`config.mk`:
```
export PLATFORM = sky130hd
export DESIGN_NAME = irqCollector
export DESIGN_NICKNAME = d
export VERILOG_FILES = /design/src/irqCollector.sv
export SDC_FILE = /design/constraint.sdc
export NUM_CORES = 1
export LEC_CHECK = 0
export BUFFER_PORTS_ARGS = -buffer_cell sky130_fd_sc_hd__buf_2
export CORE_AREA = 10 10 47 49
export DETAILED_ROUTE_END_ITERATION = 8
export DIE_AREA = 0 0 57 59
export GPL_ROUTABILITY_DRIVEN = 0
export PLACE_DENSITY = 0.32
export SETUP_SLACK_MARGIN = 0.3
export SYNTH_ARGS = -nofsm -noshare
export SYNTH_HDL_FRONTEND = slang
export SYNTH_SLANG_ARGS = --single-unit
```
`constraint.sdc`:
```
create_clock -name clk -period 1.5 [get_ports clk]
set_clock_uncertainty 0.2 [all_clocks]
set_input_delay 0.3 -clock clk [delete_from_list [all_inputs] [get_ports clk]]
set_output_delay 0.3 -clock clk [all_outputs]
set_load 0.01 [all_outputs]
```
`src/irqCollector.sv`:
```
`timescale 1ns/1ps

module irqCollector #(
    parameter int NumChannels = 4
) (
    input  logic                   clk,
    input  logic                   reset,
    input  logic [NumChannels-1:0] irqPulse,   // one cycle per channel
    input  logic [NumChannels-1:0] clearMask,  // write-one-to-clear
    output logic [NumChannels-1:0] pending,
    output logic                   irq
);

    logic [NumChannels-1:0] pendingNext;

    // a new pulse beats a clear of the same bit
    assign pendingNext = (pending & ~clearMask) | irqPulse;

    always_ff @(posedge clk or posedge reset) begin
        if (reset) begin
            pending <= '0;
            irq     <= 1'b0;
        end else begin
            pending <= pendingNext;
            irq     <= |pendingNext; // rises with the pending bit
        end
    end

endmodule

```
==> flow_metrics.tcl, run 1 <==
set metrics [dict create \
    stdcell_area_sq_um 338 \
    placed_area_sq_um 275 \
    start_util_pct 13.2 \
    yosysUniqueCellTypes 4 \
    ys_warn_count 0 \
    synth_edf_count 0 \
    grt_setup_unrepaired "yes" \
    cpPeakStageDelay_ps 510 \
    drt_iter0_drc 0 \
    grt_pass1_wl_microns 903 \
    power_mw 0.343 \
    min_path_type "input port to flop" \
    p_leak_nw 0.186 \
    finalCritPeriodShare_pct 91.9 \
    cts-htree-levels 1 \
    remaining_drc_errors 0 \
    viasPerCell 3.47 \
    critPathArrivalTime_ps 1290 \
    final.setup.tns_ps 0 \
    syn_avg_cell_area_sq_um 12.3 \
    critPathMaxFanout 2 \
    cp_slowest_cell "or4_4" \
    grt_usage_pct 3.64 \
    rows 14 \
    crit_path_cell_trace "a21o_1 -> or4_4" \
    start_kind "flop" \
    cp-end-kind "flop" \
    num_antenna_cells 0 \
    synth_top_cell_by_area "dfrtp_1" \
    synth_ff_type "dfrtp_1" \
    worst_slew_pin_slew_ps 180 \
    num_vias 177 \
    cpLargestDelayFamily "simple AND/OR/NAND/NOR gates" \
    ioPinCount 15 \
    hpwlAfterDp_microns 447 \
    status "completed" \
    die_w_microns 57 \
    dieHeight_microns 59 \
    final_util_pct 24.1 \
    period_needed_ps 1380 \
    wl_microns 518 \
    wire_per_inst_microns 10.2 \
    syn-instance-count 15 \
    crit_buf_inv 0 \
    cts_sinks 5 \
    cp.required_ps 1410 \
    cts_buffers 3 \
    antenna_found_initial 0 \
    finalHoldViolations 0 \
    irDropWorstVdd_mv 0.394 \
    ys_top_cells_by_area "dfrtp_1 68%, a21o_1 16%, inv_1 10%" \
    firstDrtPassIters 1 \
    grt_max_degree 6 \
    drive_above_1_share_pct 54.3 \
    relSlewSlack_pct 88.0 \
    path_class "flop to flop" \
    dieArea_sq_um 3360 \
    power_density_nw_per_um2 1020 \
    setup_viol 0 \
    clk_latency_ps 240 \
    tritoncts "yes" \
    async_reset_ff_share_pct 100 \
    syn_to_final_growth_pct 82.4 \
    slew_violations 0 \
    netlist_area_sq_um 185 \
    synth_top_area_share_pct 67.6 \
    ys_seq_area_share_pct 67.6 \
    io_buffers 14 \
    timing.fmax_ghz 0.726 \
    ys_seq_elements 5 \
    antenna_left 0 \
    synth_nets 25 \
    synth_common_cells "5 x dfrtp_1, 5 x inv_1, 4 x a21o_1" \
    core_sq_um 1400 \
    grt_pass1_vias 211 \
    clk_pin_slew_worst_paths_ps 40 \
    grt-ovfl-total 0 \
    clk_path_buf_depth 2 \
    cts_root_buffer "clkbuf_4" \
    max_cap_viol_count 0 \
    finish.net_count 46 \
]
==> worst paths after layout <==
kind	slack, ps	cells after the start	to	start
setup / recovery	120	2	irq	pending[3]
hold / removal	70	2	pending[3]	irqPulse[3]
setup reg to reg	120	2	irq	pending[3]
hold reg to reg	300	1	pending[3]	pending[3]
max in group asynchronous	640	3	pending[2]	reset
min in group asynchronous	300	3	irq	reset
==> where the power goes <==
part	switching (mW)	internal (mW)	leakage [nW]
combinational	0.0189	0.0274	0.120
clock	0.0499	0.100	0.0150
sequential	0.00395	0.143	0.0519
==> registers in the layout, summed over array words and instances, names as in the netlist <==
signal and flops:
irq 1, pending 4
==> area by class of cell <==
type                            count  area (sq um)
Fill cell                         159          1060
Sequential cell                     5           125
Timing Repair Buffer               16           106
Multi-Input combinational cell      5          41.3
Clock buffer                        4          26.3
Tap cell                           16          20.0
Inverter                            5          18.8
==> what timing repair did <==
action / 4_1_cts / 5_1_grt
hold buffers: 1 / 0
setup buffers: 0 / 1
resized for setup: 0 / 3
hold endpoints to repair: 5 / 0
endpoints found under the setup margin: 6 / 6
==> cells by family (layout without fill, tap and decap cells) <==
logic type             Yosys count  count (layout)  synth area share [%]
flip-flops                       5               5                  67.6
AO/OA/AOI/OAI                    4               4                  16.2
AND/OR/NAND/NOR                  1               1                  6.08
buffers and inverters            5              25                  10.1
==> stage by stage <==
| step | setup WS (ps) | hold slack (ps) | cells |
|---|---|---|---|
| finish | 122 | 66.4 | 51 |
| CTS | 119 | 59.0 | 50 |
| global placement | 70.6 | 3.54 | 45 |
| detailed placement | 67.6 | 7.86 | 45 |
| floorplan | 94.1 | -121 | 15 |
| global route | 95.1 | 80.9 | 51 |
==> layer usage <==
layer	vias to the layer above	share of wire [%]	track usage (%)
met5	-	0	0
met4	0	0	1.01
met3	0	13	4.08
met2	12	39	4.81
met1	79	48	3.72
li1	86	-	-
==> cell usage in the layout (no fill, tap or decap) <==
| master | synthesis | layout |
|---|---|---|
| dlygate4sd3_1 | 0 | 1 |
| clkbuf_1 | 0 | 1 |
| clkbuf_4 | 0 | 3 |
| dfrtp_1 | 5 | 5 |
| buf_4 | 0 | 1 |
| buf_6 | 0 | 3 |
| or4_4 | 1 | 1 |
| a21o_1 | 4 | 4 |
| buf_2 | 0 | 11 |
| inv_1 | 5 | 5 |
(Power assumes the default switching activity.)
==> inputs of run 2 (changes only) <==
- BUFFER_PORTS_ARGS: -buffer_cell sky130_fd_sc_hd__buf_2 -> -buffer_cell sky130_fd_sc_hd__buf_4
- CAP_MARGIN: not set -> 0
- CORE_AREA: 10 10 47 49 -> 2 2 39 41
- DIE_AREA: 0 0 57 59 -> 0 0 41 43
==> flow_metrics.tcl, run 2 (same netlist as run 1, synthesis figures left out) <==
set metrics [dict create \
    max_cap_viol_count 0 \
    irDropWorstVdd_mv 0.379 \
    p_leak_nw 0.204 \
    final_util_pct 27.5 \
    r2r-end "irq" \
    timing.fmax_ghz 0.727 \
    largest_reg_flops 4 \
    cts_sinks 5 \
    hp-start "irqPulse[0]" \
    core_sq_um 1380 \
    period_needed_ps 1380 \
    clk_pin_slew_worst_paths_ps 40 \
    largest_registers "pending (4), irq (1)" \
    reg2regPathDepth 2 \
    num_antenna_cells 0 \
    clk_path_buf_depth 2 \
    final_cell_mix "11 x buf_4, 5 x inv_1, 5 x dfrtp_1, 5 x buf_6, 4 x a21o_1" \
    cp-end-kind "flop" \
    dp_cells 45 \
    io_buffers 14 \
    num_vias 171 \
    clk_latency_ps 240 \
    antenna_found_initial 0 \
    status "completed" \
    rows 14 \
    finish.net_count 47 \
    grt_pass1_wl_microns 648 \
    hold_depth 2 \
    ioPinCount 15 \
    setup_viol 0 \
    remaining_drc_errors 0 \
    final.setup.tns_ps 0 \
    dieArea_sq_um 1760 \
    grt_pass1_vias 152 \
    fillers 142 \
    drt_iter0_drc 1 \
    cp.required_ps 1410 \
    viasPerCell 3.29 \
    stdcell_area_sq_um 380 \
    grt_setup_unrepaired "yes" \
    tritoncts "yes" \
    dieHeight_microns 43 \
    min_path_type "input port to flop" \
    min_to "pending[0]" \
    stdcell_count 52 \
    syn_to_final_growth_pct 105 \
    finalCritPeriodShare_pct 91.7 \
    cts_root_buffer "clkbuf_4" \
    power_density_nw_per_um2 949 \
    grt-ovfl-total 0 \
    slew_violations 0 \
    relSlewSlack_pct 87.2 \
    grt_max_degree 6 \
    layout_commonest_cell "buf_4" \
    critPathMaxFanout 2 \
    path_class "flop to flop" \
    antenna_left 0 \
    r2r_slack_ps 120 \
    critPathArrivalTime_ps 1290 \
    wire_per_inst_microns 7.96 \
    reg2reg_from "pending[2]" \
    cts_buffers 3 \
    cts-htree-levels 1 \
    firstDrtPassIters 3 \
    grt_usage_pct 6.36 \
    start_kind "flop" \
    worst_slew_pin_slew_ps 192 \
    die_w_microns 41 \
    start_util_pct 13.4 \
    largest_register "pending" \
    drive_above_1_share_pct 55.6 \
    wl_microns 414 \
    finalHoldViolations 0 \
    placed_area_sq_um 310 \
]
run 2: through the flow:
step                setup WS [ps]  hold WS (ps)  total power [mW]
floorplan                    94.1          -121             0.164
global placement             66.0          23.8             0.196
detailed placement           68.9          16.8             0.196
CTS                           111          63.5             0.369
global route                 93.3          63.6             0.392
finish                        124          64.5             0.361
run 2: layer usage:
layer,track usage (%),part of all wire (%)
met5,0,0
met4,4.00,0
met3,7.85,15
met2,6.56,43
met1,6.89,43
run 2: where the power goes:
part | total [mW] | switching (mW) | internal [mW]
registers | 0.148 | 0.00463 | 0.143
clock network | 0.154 | 0.0534 | 0.100
logic | 0.0594 | 0.0193 | 0.0401
run 2: critical path, stage by stage, from the launching register on:
cell	delay, ps
dfrtp_1	370
a21o_1	170
or4_4	510
run 2: layout make-up:
cell class	instances	area [sq um]	area share, %
clock buffers	4	26.3	6.91
inverters	5	18.8	4.93
multi-input cells	5	41.3	10.9
flip-flops and latches	5	125	32.9
well taps	16	20.0	5.26
repair buffers	17	149	39.1
run 2: worst max-delay path by stage:
| stage | startpoint | to | slack (ps) | depth (start not counted) |
|---|---|---|---|---|
| 2_1_floorplan | pending[3] | irq | 90 | 2 |
| 3_3_place_gp | clearMask[3] | irq | 70 | 4 |
| 3_5_place_dp | clearMask[3] | irq | 70 | 4 |
| 4_1_cts | pending[2] | irq | 110 | 2 |
| 5_1_grt | pending[2] | irq | 90 | 2 |
| 6_report | pending[2] | irq | 120 | 2 |
run 2: repair_timing:
action	CTS	global route
buffers inserted	2	0
pin swaps	2	0
hold buffers	1	0
resized for setup	5	0
hold endpoints to repair	5	0
setup endpoints to repair	6	6
