===== src/i2sPkg.sv =====
package i2sPkg;

    // ----------------------------------------
    // bus widths
    // ----------------------------------------
    localparam int DataWidth  = 32;             // apb data and fifo frame width
    localparam int ChannelSel = 4;              // channel index lives in paddr[7:4]
    localparam int AddrWidth  = ChannelSel + 4; // index plus word offset plus byte bits

    // ----------------------------------------
    // address map
    // ----------------------------------------
    localparam logic [ChannelSel-1:0] GlobalChannel = ChannelSel'(15); // global irq register

    localparam logic [1:0] OffsetData   = 2'd0; // sample push, write only
    localparam logic [1:0] OffsetConfig = 2'd1; // four config bits
    localparam logic [1:0] OffsetStatus = 2'd2; // word count and full, read only

    // config register, sampleSize sits in bit 0 and soundIre in bit 3
    typedef struct packed {
        logic soundIre;   // half-level interrupt enable
        logic playback;   // 1 lets the transmitter pull frames
        logic stereoMode; // 0 is mono
        logic sampleSize; // 0 is 8 bit, 1 is 16 bit
    } audioConfigT;

endpackage


===== src/channelBus.sv =====
`timescale 1ns/1ps

interface channelBus
    import i2sPkg::*;
#(
    parameter int FifoDepth = 64
);

    localparam int CountWidth = $clog2(FifoDepth + 1); // count must reach FifoDepth

    // host to channel
    logic [DataWidth-1:0]  wdata;        // shared write data
    logic                  dataLoadEn;   // one cycle fifo push
    logic                  configLoadEn; // one cycle config load

    // channel to host
    audioConfigT           cfg;          // current config bits
    logic [CountWidth-1:0] wordCount;    // fifo fill level
    logic                  full;         // fifo full flag

    modport host (
        output wdata,
        output dataLoadEn,
        output configLoadEn,
        input  cfg,
        input  wordCount,
        input  full
    );

    modport channel (
        input  wdata,
        input  dataLoadEn,
        input  configLoadEn,
        output cfg,
        output wordCount,
        output full
    );

endinterface


===== src/sampleFifo.sv =====
`timescale 1ns/1ps

module sampleFifo
    import i2sPkg::*;
#(
    parameter int FifoDepth = 64
) (
    input  logic                             clk,
    input  logic                             reset,
    input  logic                             writeEn,   // push from the register block
    input  logic                             readReq,   // pop from the transmitter
    input  logic [DataWidth-1:0]             dataIn,
    output logic [DataWidth-1:0]             dataOut,   // head word, shown before the pop
    output logic [$clog2(FifoDepth+1)-1:0]   wordCount,
    output logic                             empty,
    output logic                             full
);

    localparam int PtrWidth = (FifoDepth > 1) ? $clog2(FifoDepth) : 1;

    logic [DataWidth-1:0] mem [FifoDepth];
    logic [PtrWidth-1:0]  wrPtr;
    logic [PtrWidth-1:0]  rdPtr;

    // storage, no reset on the payload
    always_ff @(posedge clk) begin
        if (writeEn)
            mem[wrPtr] <= dataIn;
    end

    // pointers wrap at FifoDepth, depth need not be a power of two
    always_ff @(posedge clk or posedge reset) begin
        if (reset) begin
            wrPtr     <= '0;
            rdPtr     <= '0;
            wordCount <= '0;
        end else begin
            if (writeEn)
                wrPtr <= (wrPtr == PtrWidth'(FifoDepth - 1)) ? '0 : wrPtr + 1'b1;
            if (readReq)
                rdPtr <= (rdPtr == PtrWidth'(FifoDepth - 1)) ? '0 : rdPtr + 1'b1;
            case ({writeEn, readReq})
                2'b10:   wordCount <= wordCount + 1'b1;
                2'b01:   wordCount <= wordCount - 1'b1;
                default: wordCount <= wordCount; // idle or push and pop together
            endcase
        end
    end

    assign dataOut = mem[rdPtr];
    assign empty   = (wordCount == '0);
    assign full    = (wordCount == ($clog2(FifoDepth+1))'(FifoDepth));

    // the register block must turn away pushes once full
    assert property (@(posedge clk) disable iff (reset) writeEn |-> !full)
        else $error("sampleFifo: push while full");

    // the transmitter must only pop a word it saw at the wclk edge
    assert property (@(posedge clk) disable iff (reset) readReq |-> !empty)
        else $error("sampleFifo: pop while empty");

endmodule


===== src/i2sTransmitter.sv =====
`timescale 1ns/1ps

module i2sTransmitter
    import i2sPkg::*;
(
    input  logic                 clk,
    input  logic                 reset,
    input  audioConfigT          cfg,
    input  logic [DataWidth-1:0] sampleData, // fifo head word
    input  logic                 empty,
    input  logic                 wclk,       // from external i2s master
    input  logic                 bclk,       // from external i2s master
    output logic                 readReq,    // one pop per frame
    output logic                 sdout
);

    localparam int SlotWidth = 16; // widest sample, 8 bit samples are left justified

    logic [1:0]           wclkSync;  // two flop synchronizer
    logic [1:0]           bclkSync;
    logic                 wclkPrev;  // edge detector stage
    logic                 bclkPrev;
    logic                 wclkFall;
    logic                 wclkRise;
    logic                 bclkFall;
    logic                 frameTake; // pop decision for this frame
    logic [DataWidth-1:0] frameIn;   // head word or zeros on underrun
    logic [DataWidth-1:0] frameReg;  // held frame for the right slot
    logic [SlotWidth-1:0] shiftReg;

    // pick one slot out of a frame word, 8 bit samples padded with zeros
    function automatic logic [SlotWidth-1:0] slotOf(
        input logic [DataWidth-1:0] word,
        input audioConfigT          c,
        input logic                 rightSlot
    );
        logic [15:0] sample16;
        logic [7:0]  sample8;
        sample16 = (c.stereoMode && !rightSlot) ? word[31:16] : word[15:0]; // mono uses low half
        sample8  = (c.stereoMode && !rightSlot) ? word[15:8] : word[7:0];
        return c.sampleSize ? sample16 : {sample8, 8'd0};
    endfunction

    // ----------------------------------------
    // clock synchronizers and edge detection
    // ----------------------------------------
    always_ff @(posedge clk or posedge reset) begin
        if (reset) begin
            wclkSync <= '0;
            bclkSync <= '0;
            wclkPrev <= 1'b0;
            bclkPrev <= 1'b0;
        end else begin
            wclkSync <= {wclkSync[0], wclk};
            bclkSync <= {bclkSync[0], bclk};
            wclkPrev <= wclkSync[1];
            bclkPrev <= bclkSync[1];
        end
    end

    assign wclkFall  = wclkPrev & ~wclkSync[1]; // left slot starts
    assign wclkRise  = ~wclkPrev & wclkSync[1]; // right slot starts
    assign bclkFall  = bclkPrev & ~bclkSync[1]; // data changes here
    assign frameTake = wclkFall && cfg.playback && !empty;
    assign frameIn   = frameTake ? sampleData : '0;

    // ----------------------------------------
    // slot load and serial shift
    // ----------------------------------------
    always_ff @(posedge clk or posedge reset) begin
        if (reset) begin
            readReq  <= 1'b0;
            frameReg <= '0;
            shiftReg <= '0;
            sdout    <= 1'b0;
        end else begin
            readReq <= frameTake; // pop the word latched below
            if (bclkFall) begin
                sdout    <= shiftReg[SlotWidth-1];               // msb first
                shiftReg <= {shiftReg[SlotWidth-2:0], 1'b0};     // zeros past the sample
            end
            // a coincident bclk fall still sends the old lsb, giving the one bit delay
            if (wclkFall) begin
                frameReg <= frameIn;
                shiftReg <= slotOf(frameIn, cfg, 1'b0);
            end else if (wclkRise) begin
                shiftReg <= slotOf(frameReg, cfg, 1'b1);
            end
        end
    end

    // left slot boundaries line up with a bclk fall
    assert property (@(posedge clk) disable iff (reset) wclkFall |-> bclkFall)
        else $error("i2sTransmitter: wclk fall without a bclk fall");

endmodule


===== src/i2sChannel.sv =====
`timescale 1ns/1ps

module i2sChannel
    import i2sPkg::*;
#(
    parameter int FifoDepth = 64
) (
    channelBus.channel bus,
    input  logic       clk,
    input  logic       reset,
    input  logic       wclk,
    input  logic       bclk,
    output logic       sdout,
    output logic       irqPulse  // one cycle, on the half level crossing
);

    localparam int CountWidth = $clog2(FifoDepth + 1);
    localparam int HalfLevel  = FifoDepth / 2;

    audioConfigT          cfgReg;
    logic [DataWidth-1:0] fifoHead;
    logic                 fifoEmpty;
    logic                 readReq;
    logic [CountWidth-1:0] prevCount; // count one cycle ago

    // config register
    always_ff @(posedge clk or posedge reset) begin
        if (reset)
            cfgReg <= '0;                             // 8 bit, mono, stopped, irq off
        else if (bus.configLoadEn)
            cfgReg <= audioConfigT'(bus.wdata[3:0]);
    end

    assign bus.cfg = cfgReg;

    // only a pop can move the count down through the level
    always_ff @(posedge clk or posedge reset) begin
        if (reset) begin
            prevCount <= '0;
            irqPulse  <= 1'b0;
        end else begin
            prevCount <= bus.wordCount;
            irqPulse  <= cfgReg.soundIre
                      && (prevCount == CountWidth'(HalfLevel + 1))
                      && (bus.wordCount == CountWidth'(HalfLevel));
        end
    end

    sampleFifo #(.FifoDepth(FifoDepth)) fifo (
        .clk,
        .reset,
        .writeEn   (bus.dataLoadEn),
        .readReq,
        .dataIn    (bus.wdata),
        .dataOut   (fifoHead),
        .wordCount (bus.wordCount),
        .empty     (fifoEmpty),
        .full      (bus.full)
    );

    i2sTransmitter tx (
        .clk,
        .reset,
        .cfg        (cfgReg),
        .sampleData (fifoHead),
        .empty      (fifoEmpty),
        .wclk,
        .bclk,
        .readReq,
        .sdout
    );

endmodule


===== src/flat_wrapper.sv =====
// flat-port wrapper written by rule: the top's interface ports become plain ports
module i2sChannel_flat import i2sPkg::*;
#(
    parameter int FifoDepth = 64
)
  (clk, reset, wclk, bclk, sdout, irqPulse, bus_wdata, bus_dataLoadEn, bus_configLoadEn, bus_cfg, bus_wordCount, bus_full);
  channelBus #(.FifoDepth(FifoDepth)) bus_i ();
  input  logic clk;
  input  logic reset;
  input  logic wclk;
  input  logic bclk;
  output logic sdout;
  output logic irqPulse;
  input wire logic [$bits(bus_i.wdata)-1:0] bus_wdata;
  input wire logic [$bits(bus_i.dataLoadEn)-1:0] bus_dataLoadEn;
  input wire logic [$bits(bus_i.configLoadEn)-1:0] bus_configLoadEn;
  output wire logic [$bits(bus_i.cfg)-1:0] bus_cfg;
  output wire logic [$bits(bus_i.wordCount)-1:0] bus_wordCount;
  output wire logic [$bits(bus_i.full)-1:0] bus_full;
  assign bus_i.wdata = bus_wdata;
  assign bus_i.dataLoadEn = bus_dataLoadEn;
  assign bus_i.configLoadEn = bus_configLoadEn;
  assign bus_cfg = bus_i.cfg;
  assign bus_wordCount = bus_i.wordCount;
  assign bus_full = bus_i.full;
  i2sChannel #(.FifoDepth(FifoDepth)) u_core (.bus(bus_i), .clk(clk), .reset(reset), .wclk(wclk), .bclk(bclk), .sdout(sdout), .irqPulse(irqPulse));
endmodule

===== config.mk =====
export PLATFORM = sky130hd
export DESIGN_NAME = i2sChannel_flat
export DESIGN_NICKNAME = d
export VERILOG_FILES = /design/src/i2sPkg.sv /design/src/channelBus.sv /design/src/sampleFifo.sv /design/src/i2sTransmitter.sv /design/src/i2sChannel.sv /design/src/flat_wrapper.sv
export SDC_FILE = /design/constraint.sdc
export NUM_CORES = 2
export LEC_CHECK = 0
export BUFFER_PORTS_ARGS = -buffer_cell sky130_fd_sc_hd__buf_2
export CORE_MARGIN = 2
export CORE_UTILIZATION = 50
export CTS_BUF_LIST = sky130_fd_sc_hd__clkbuf_2
export CTS_CLUSTER_DIAMETER = 40
export DETAILED_ROUTE_END_ITERATION = 10
export GPL_ROUTABILITY_DRIVEN = 1
export PLACE_DENSITY = 0.61
export SETUP_SLACK_MARGIN = 0.5
export SYNTH_ARGS = -nofsm -noshare
export SYNTH_HDL_FRONTEND = slang
export SYNTH_SLANG_ARGS = --single-unit

===== constraint.sdc =====
create_clock -name clk -period 5.9 [get_ports clk]
set_clock_uncertainty 0.15 [all_clocks]
set_input_delay 0.59 -clock clk [delete_from_list [all_inputs] [get_ports clk]]
set_output_delay 0.59 -clock clk [all_outputs]
set_load 0.05 [all_outputs]

==> PnR_summary.wiki <==
{| class="wikitable"
! Metric !! Value
|-
| Outcome || complete, no violations
|-
| Total clock buffers created by CTS || 552
|-
| Clock slew seen by the registers of the worst setup and hold paths || 0.11 ns
|-
| Post-Synth Simple-Gate Area || 2.063%
|-
| Area overhead of the layout relative to synthesis || 11.53%
|-
| Number of iterations in the first detailed-routing pass || 6
|-
| Number of placed instances, taps included || 5924
|-
| Overall via count from detail_route || 44140
|-
| Routed metal-1 wire length || 93.77 mm
|-
| Residual DRC count || 0
|-
| Via count normalized by instance count || 6.376
|-
| Count of standard-cell rows || 148
|-
| Total cell area at the placement stage || 85650 µm²
|-
| Sum of negative setup slack || 0 ns
|-
| Initial antenna violation count || 9
|-
| Clock tree from TritonCTS || yes
|-
| VDD IR-drop max || 0.0002326 V
|-
| Critical Path Fanout Max || 50
|-
| Buffers inserted by post-CTS timing repair || 0
|-
| Non-filler cells in the finished layout || 6924
|-
| Number of H-tree levels || 6
|-
| Top cells by instance count after synthesis || sky130_fd_sc_hd__edfxtp_1, sky130_fd_sc_hd__mux4_2, sky130_fd_sc_hd__mux2i_1, sky130_fd_sc_hd__nor2_1, sky130_fd_sc_hd__nand2_1
|-
| Pin count of the biggest net entering global routing || 67
|-
| Iteration-0 DRC count of the detailed router || 6309
|-
| GR Overflow Total || 0
|-
| Highest metal layer with signal wires || met5
|-
| CP Launch Type || register
|-
| Via count of the first global-routing pass || 44350
|-
| Detailed placement HPWL || 139.3 mm
|-
| Post-synth top area share || 75.12%
|-
| Netlist area before placement || 81860 µm²
|-
| Number of nets produced by synthesis || 3787
|-
| XOR/XNOR share of the synthesized area || 0.1070%
|-
| Worst EP arrival || 6.02 ns
|-
| Count of maximum capacitance violations || 0
|-
| Max-slew headroom at the worst pin || 9.696%
|-
| Transition time of the tightest slew-check pin || 1.352 ns
|-
| I/O pins || 52
|-
| Final worst path period share || 76.51%
|-
| Biggest cell delay along the critical path || 1.02 ns
|-
| Area fraction in compound gates after synthesis || 3.208%
|-
| RSZ-0062 raised after global routing || false
|-
| Gate count after technology mapping || 3738
|-
| Final standard cell area without fillers || 91310 µm²
|-
| Placeable Area || 162600 µm²
|-
| Flip-flop cell with the highest count after synthesis || sky130_fd_sc_hd__edfxtp_1
|-
| Die H || 408.6 µm
|-
| Register-to-Register Setup Slack || 1.39 ns
|-
| Net switching power of the design || 12.65 mW
|-
| Clock latency on the worst-skew pair || 1.76 ns
|-
| Tot Pwr || 37.68 mW
|-
| Routed length per placed instance || 35.05 µm
|-
| PwrDens || 412.7 nW/µm²
|-
| Root Buffer || sky130_fd_sc_hd__clkbuf_2
|-
| Number of clock sinks || 2119
|-
| Count of flip-flops with a built-in enable after synthesis || 2048
|-
| Utilization of the core after routing || 56.16%
|-
| Buffers plus inverters on the worst setup path || 1
|-
| Switching Fraction || 33.56%
|-
| Sequential group share of total power || 46.8%
|-
| Final number of hold-violating endpoints || 0
|-
| IO buf count || 51
|-
| Clock period minus final worst setup slack || 4.514 ns
|-
| Share of final-layout standard cells stronger than drive strength 1 || 35.51%
|-
| Cell with the most instances after synthesis || sky130_fd_sc_hd__edfxtp_1
|-
| Pre-CTS worst setup slack || 1.659 ns
|-
| Seq cells post-synth || 2119
|-
| Average size of a mapped cell || 21.90 µm²
|-
| Series of cell instances along the critical path || buf_12 -> mux4_2 -> o311ai_0 -> o21ai_0 -> a31oi_1 -> nor2_1 -> a221o_1
|-
| Post-DRT Antenna Nets || 0
|-
| Start-to-end type of the worst setup path || reg2reg
|-
| Category of cells accounting for the largest share of critical-path delay || compound AO/OA/AOI/OAI gates
|-
| Weighted congestion reported at the end of routability-driven placement || 0.9318
|-
| Die extent in x || 408.6 µm
|-
| Worst setup EP type || register
|-
| Routed length on met3 || 25.97 mm
|-
| Layout net count || 4444
|-
| Highest clock frequency the design can meet || 0.2215 GHz
|-
| Worst hold margin || 0.2205 ns
|-
| Combinational share of power || 27.9%
|-
| Worst min-delay path class || reg2reg
|-
| Initial Util || 50.35%
|-
| Adder and majority gate portion of the synthesized area || 0.1773%
|-
| Largest family of logic cells by synthesized area || multiplexers
|-
| Part of the Yosys area used for sequential elements || 77.29%
|-
| First-pass GRT wire length || 340.3 mm
|-
| Buffers from clock root to sink, at most || 4
|-
| Total wire length after detailed routing || 242.7 mm
|-
| Required time of the critical path || 7.40 ns
|-
| Count of warnings emitted by yosys || 0
|-
| Final Max Slew Viols || 0
|-
| Ys async rst share || 3.351%
|-
| Crit path setup slack, layout || 1.386 ns
|-
| Cell type with the highest aggregate area in the netlist || sky130_fd_sc_hd__edfxtp_1
|-
| Internal Pwr Total || 25.04 mW
|-
| Number of different library cells in the post-synthesis netlist || 73
|-
| Largest cells by area after synthesis || sky130_fd_sc_hd__edfxtp_1, sky130_fd_sc_hd__mux4_2, sky130_fd_sc_hd__dfrtp_1, sky130_fd_sc_hd__mux2i_1, sky130_fd_sc_hd__a22oi_1
|-
| Die Footprint || 167000 µm²
|-
| Final setup fails || 0
|-
| Routed wire length on met2 || 112.4 mm
|-
| Clock network power share || 25.3%
|-
| Mux cell area share after synthesis || 15.62%
|-
| Leakage power summed over all cells || 29.68 nW
|-
| Cell with the biggest individual delay on the critical path || sky130_fd_sc_hd__dfrtp_4
|-
| GR Util All Layers || 29.29%
|}
area by class of cell:
cell class / count / area, µm²
Antenna cell: 4 / 10.01
Tap cell: 2175 / 2721
Fill cell: 12670 / 71280
Inverter: 21 / 80.08
Sequential cell: 2119 / 63290
Timing Repair Buffer: 312 / 2873
Clock inverter: 101 / 481.7
Multi-Input combinational cell: 1389 / 17830
Clock buffer: 803 / 4019
final timing paths:
check                                                 start                            endpoint  cells after the start
setup / recovery           u_core.fifo.rdPtr[0]$_DFFE_PP0P_  u_core.tx.shiftReg[12]$_DFFE_PP0P_                      7
hold / removal              u_core.tx.bclkSync[0]$_DFF_PP0_     u_core.tx.bclkSync[1]$_DFF_PP0_                      0
setup reg to reg           u_core.fifo.rdPtr[0]$_DFFE_PP0P_  u_core.tx.shiftReg[12]$_DFFE_PP0P_                      7
hold reg to reg             u_core.tx.bclkSync[0]$_DFF_PP0_     u_core.tx.bclkSync[1]$_DFF_PP0_                      0
max in group asynchronous                             reset    u_core.fifo.rdPtr[5]$_DFFE_PP0P_                      6
min in group asynchronous                             reset   u_core.tx.shiftReg[9]$_DFFE_PP0P_                      6
cell usage in the layout (no fill, tap or decap), types with 8 or more instances in the layout:
cell	count
sky130_fd_sc_hd__a211oi_1	17
sky130_fd_sc_hd__a21oi_1	53
sky130_fd_sc_hd__a221oi_1	18
sky130_fd_sc_hd__a22o_1	15
sky130_fd_sc_hd__a22oi_1	58
sky130_fd_sc_hd__a31oi_1	22
sky130_fd_sc_hd__and2_1	13
sky130_fd_sc_hd__buf_12	16
sky130_fd_sc_hd__buf_16	13
sky130_fd_sc_hd__buf_2	51
sky130_fd_sc_hd__buf_4	153
sky130_fd_sc_hd__clkbuf_2	803
sky130_fd_sc_hd__clkinv_1	74
sky130_fd_sc_hd__clkinv_2	13
sky130_fd_sc_hd__dfrtp_1	65
sky130_fd_sc_hd__dlygate4sd3_1	79
sky130_fd_sc_hd__edfxtp_1	2048
sky130_fd_sc_hd__ha_1	10
sky130_fd_sc_hd__inv_1	16
sky130_fd_sc_hd__inv_2	14
sky130_fd_sc_hd__mux2_2	19
sky130_fd_sc_hd__mux2i_1	111
sky130_fd_sc_hd__mux4_2	509
sky130_fd_sc_hd__nand2_1	96
sky130_fd_sc_hd__nand2b_1	18
sky130_fd_sc_hd__nand3_1	30
sky130_fd_sc_hd__nand4_1	8
sky130_fd_sc_hd__nor2_1	50
sky130_fd_sc_hd__nor2_4	60
sky130_fd_sc_hd__nor2b_1	21
sky130_fd_sc_hd__nor3_1	9
sky130_fd_sc_hd__o211ai_1	12
sky130_fd_sc_hd__o21ai_0	54
sky130_fd_sc_hd__o221ai_1	18
sky130_fd_sc_hd__o22ai_1	37
sky130_fd_sc_hd__o2bb2ai_1	10
layer usage:
metal  up-vias  track usage (%)
li1      17440                -
met1     23350            40.95
met2      2811            44.16
met3       542            7.220
met4         2            12.95
met5         -                0
cells by family (layout without fill, tap and decap cells):
logic type                 count (synthesis)  after routing
AOI/OAI and AO/OA                        374            374
xor gates and xnor gates                  10             10
adders and majority gates                 11             11
buffers and inverters                    230           1237
DFF                                     2119           2119
muxes                                    639            639
other                                      0              4
and+or+nand+nor                          355            355
registers in the layout, indices dropped and copies added, names as in the netlist, 2 cells and up:
register               cells
u_core.fifo.mem         2048
u_core.tx.frameReg        16
u_core.tx.shiftReg        16
u_core.fifo.wordCount      7
u_core.prevCount           7
u_core.fifo.rdPtr          6
u_core.fifo.wrPtr          6
u_core.bus.cfg             4
u_core.tx.bclkSync         2
u_core.tx.wclkSync         2
timing repair:
| action | 4_1_cts | 5_1_grt |
|---|---|---|
| resized for setup | 0 | 0 |
| endpoints found under the hold margin | 3185 | 0 |
| hold buffers | 92 | 0 |
power by group through the flow:
stage               combinational (mW)  sequential [mW]  clock [mW]
floorplan                         6.70             17.7           0
global route                      10.9             17.7        10.5
global placement                  10.4             17.9           0
finish                            10.5             17.6        9.54
CTS                               10.5             17.6        9.74
detailed placement                10.4             18.0           0
Note: power is estimated with default switching activity, not from simulation.
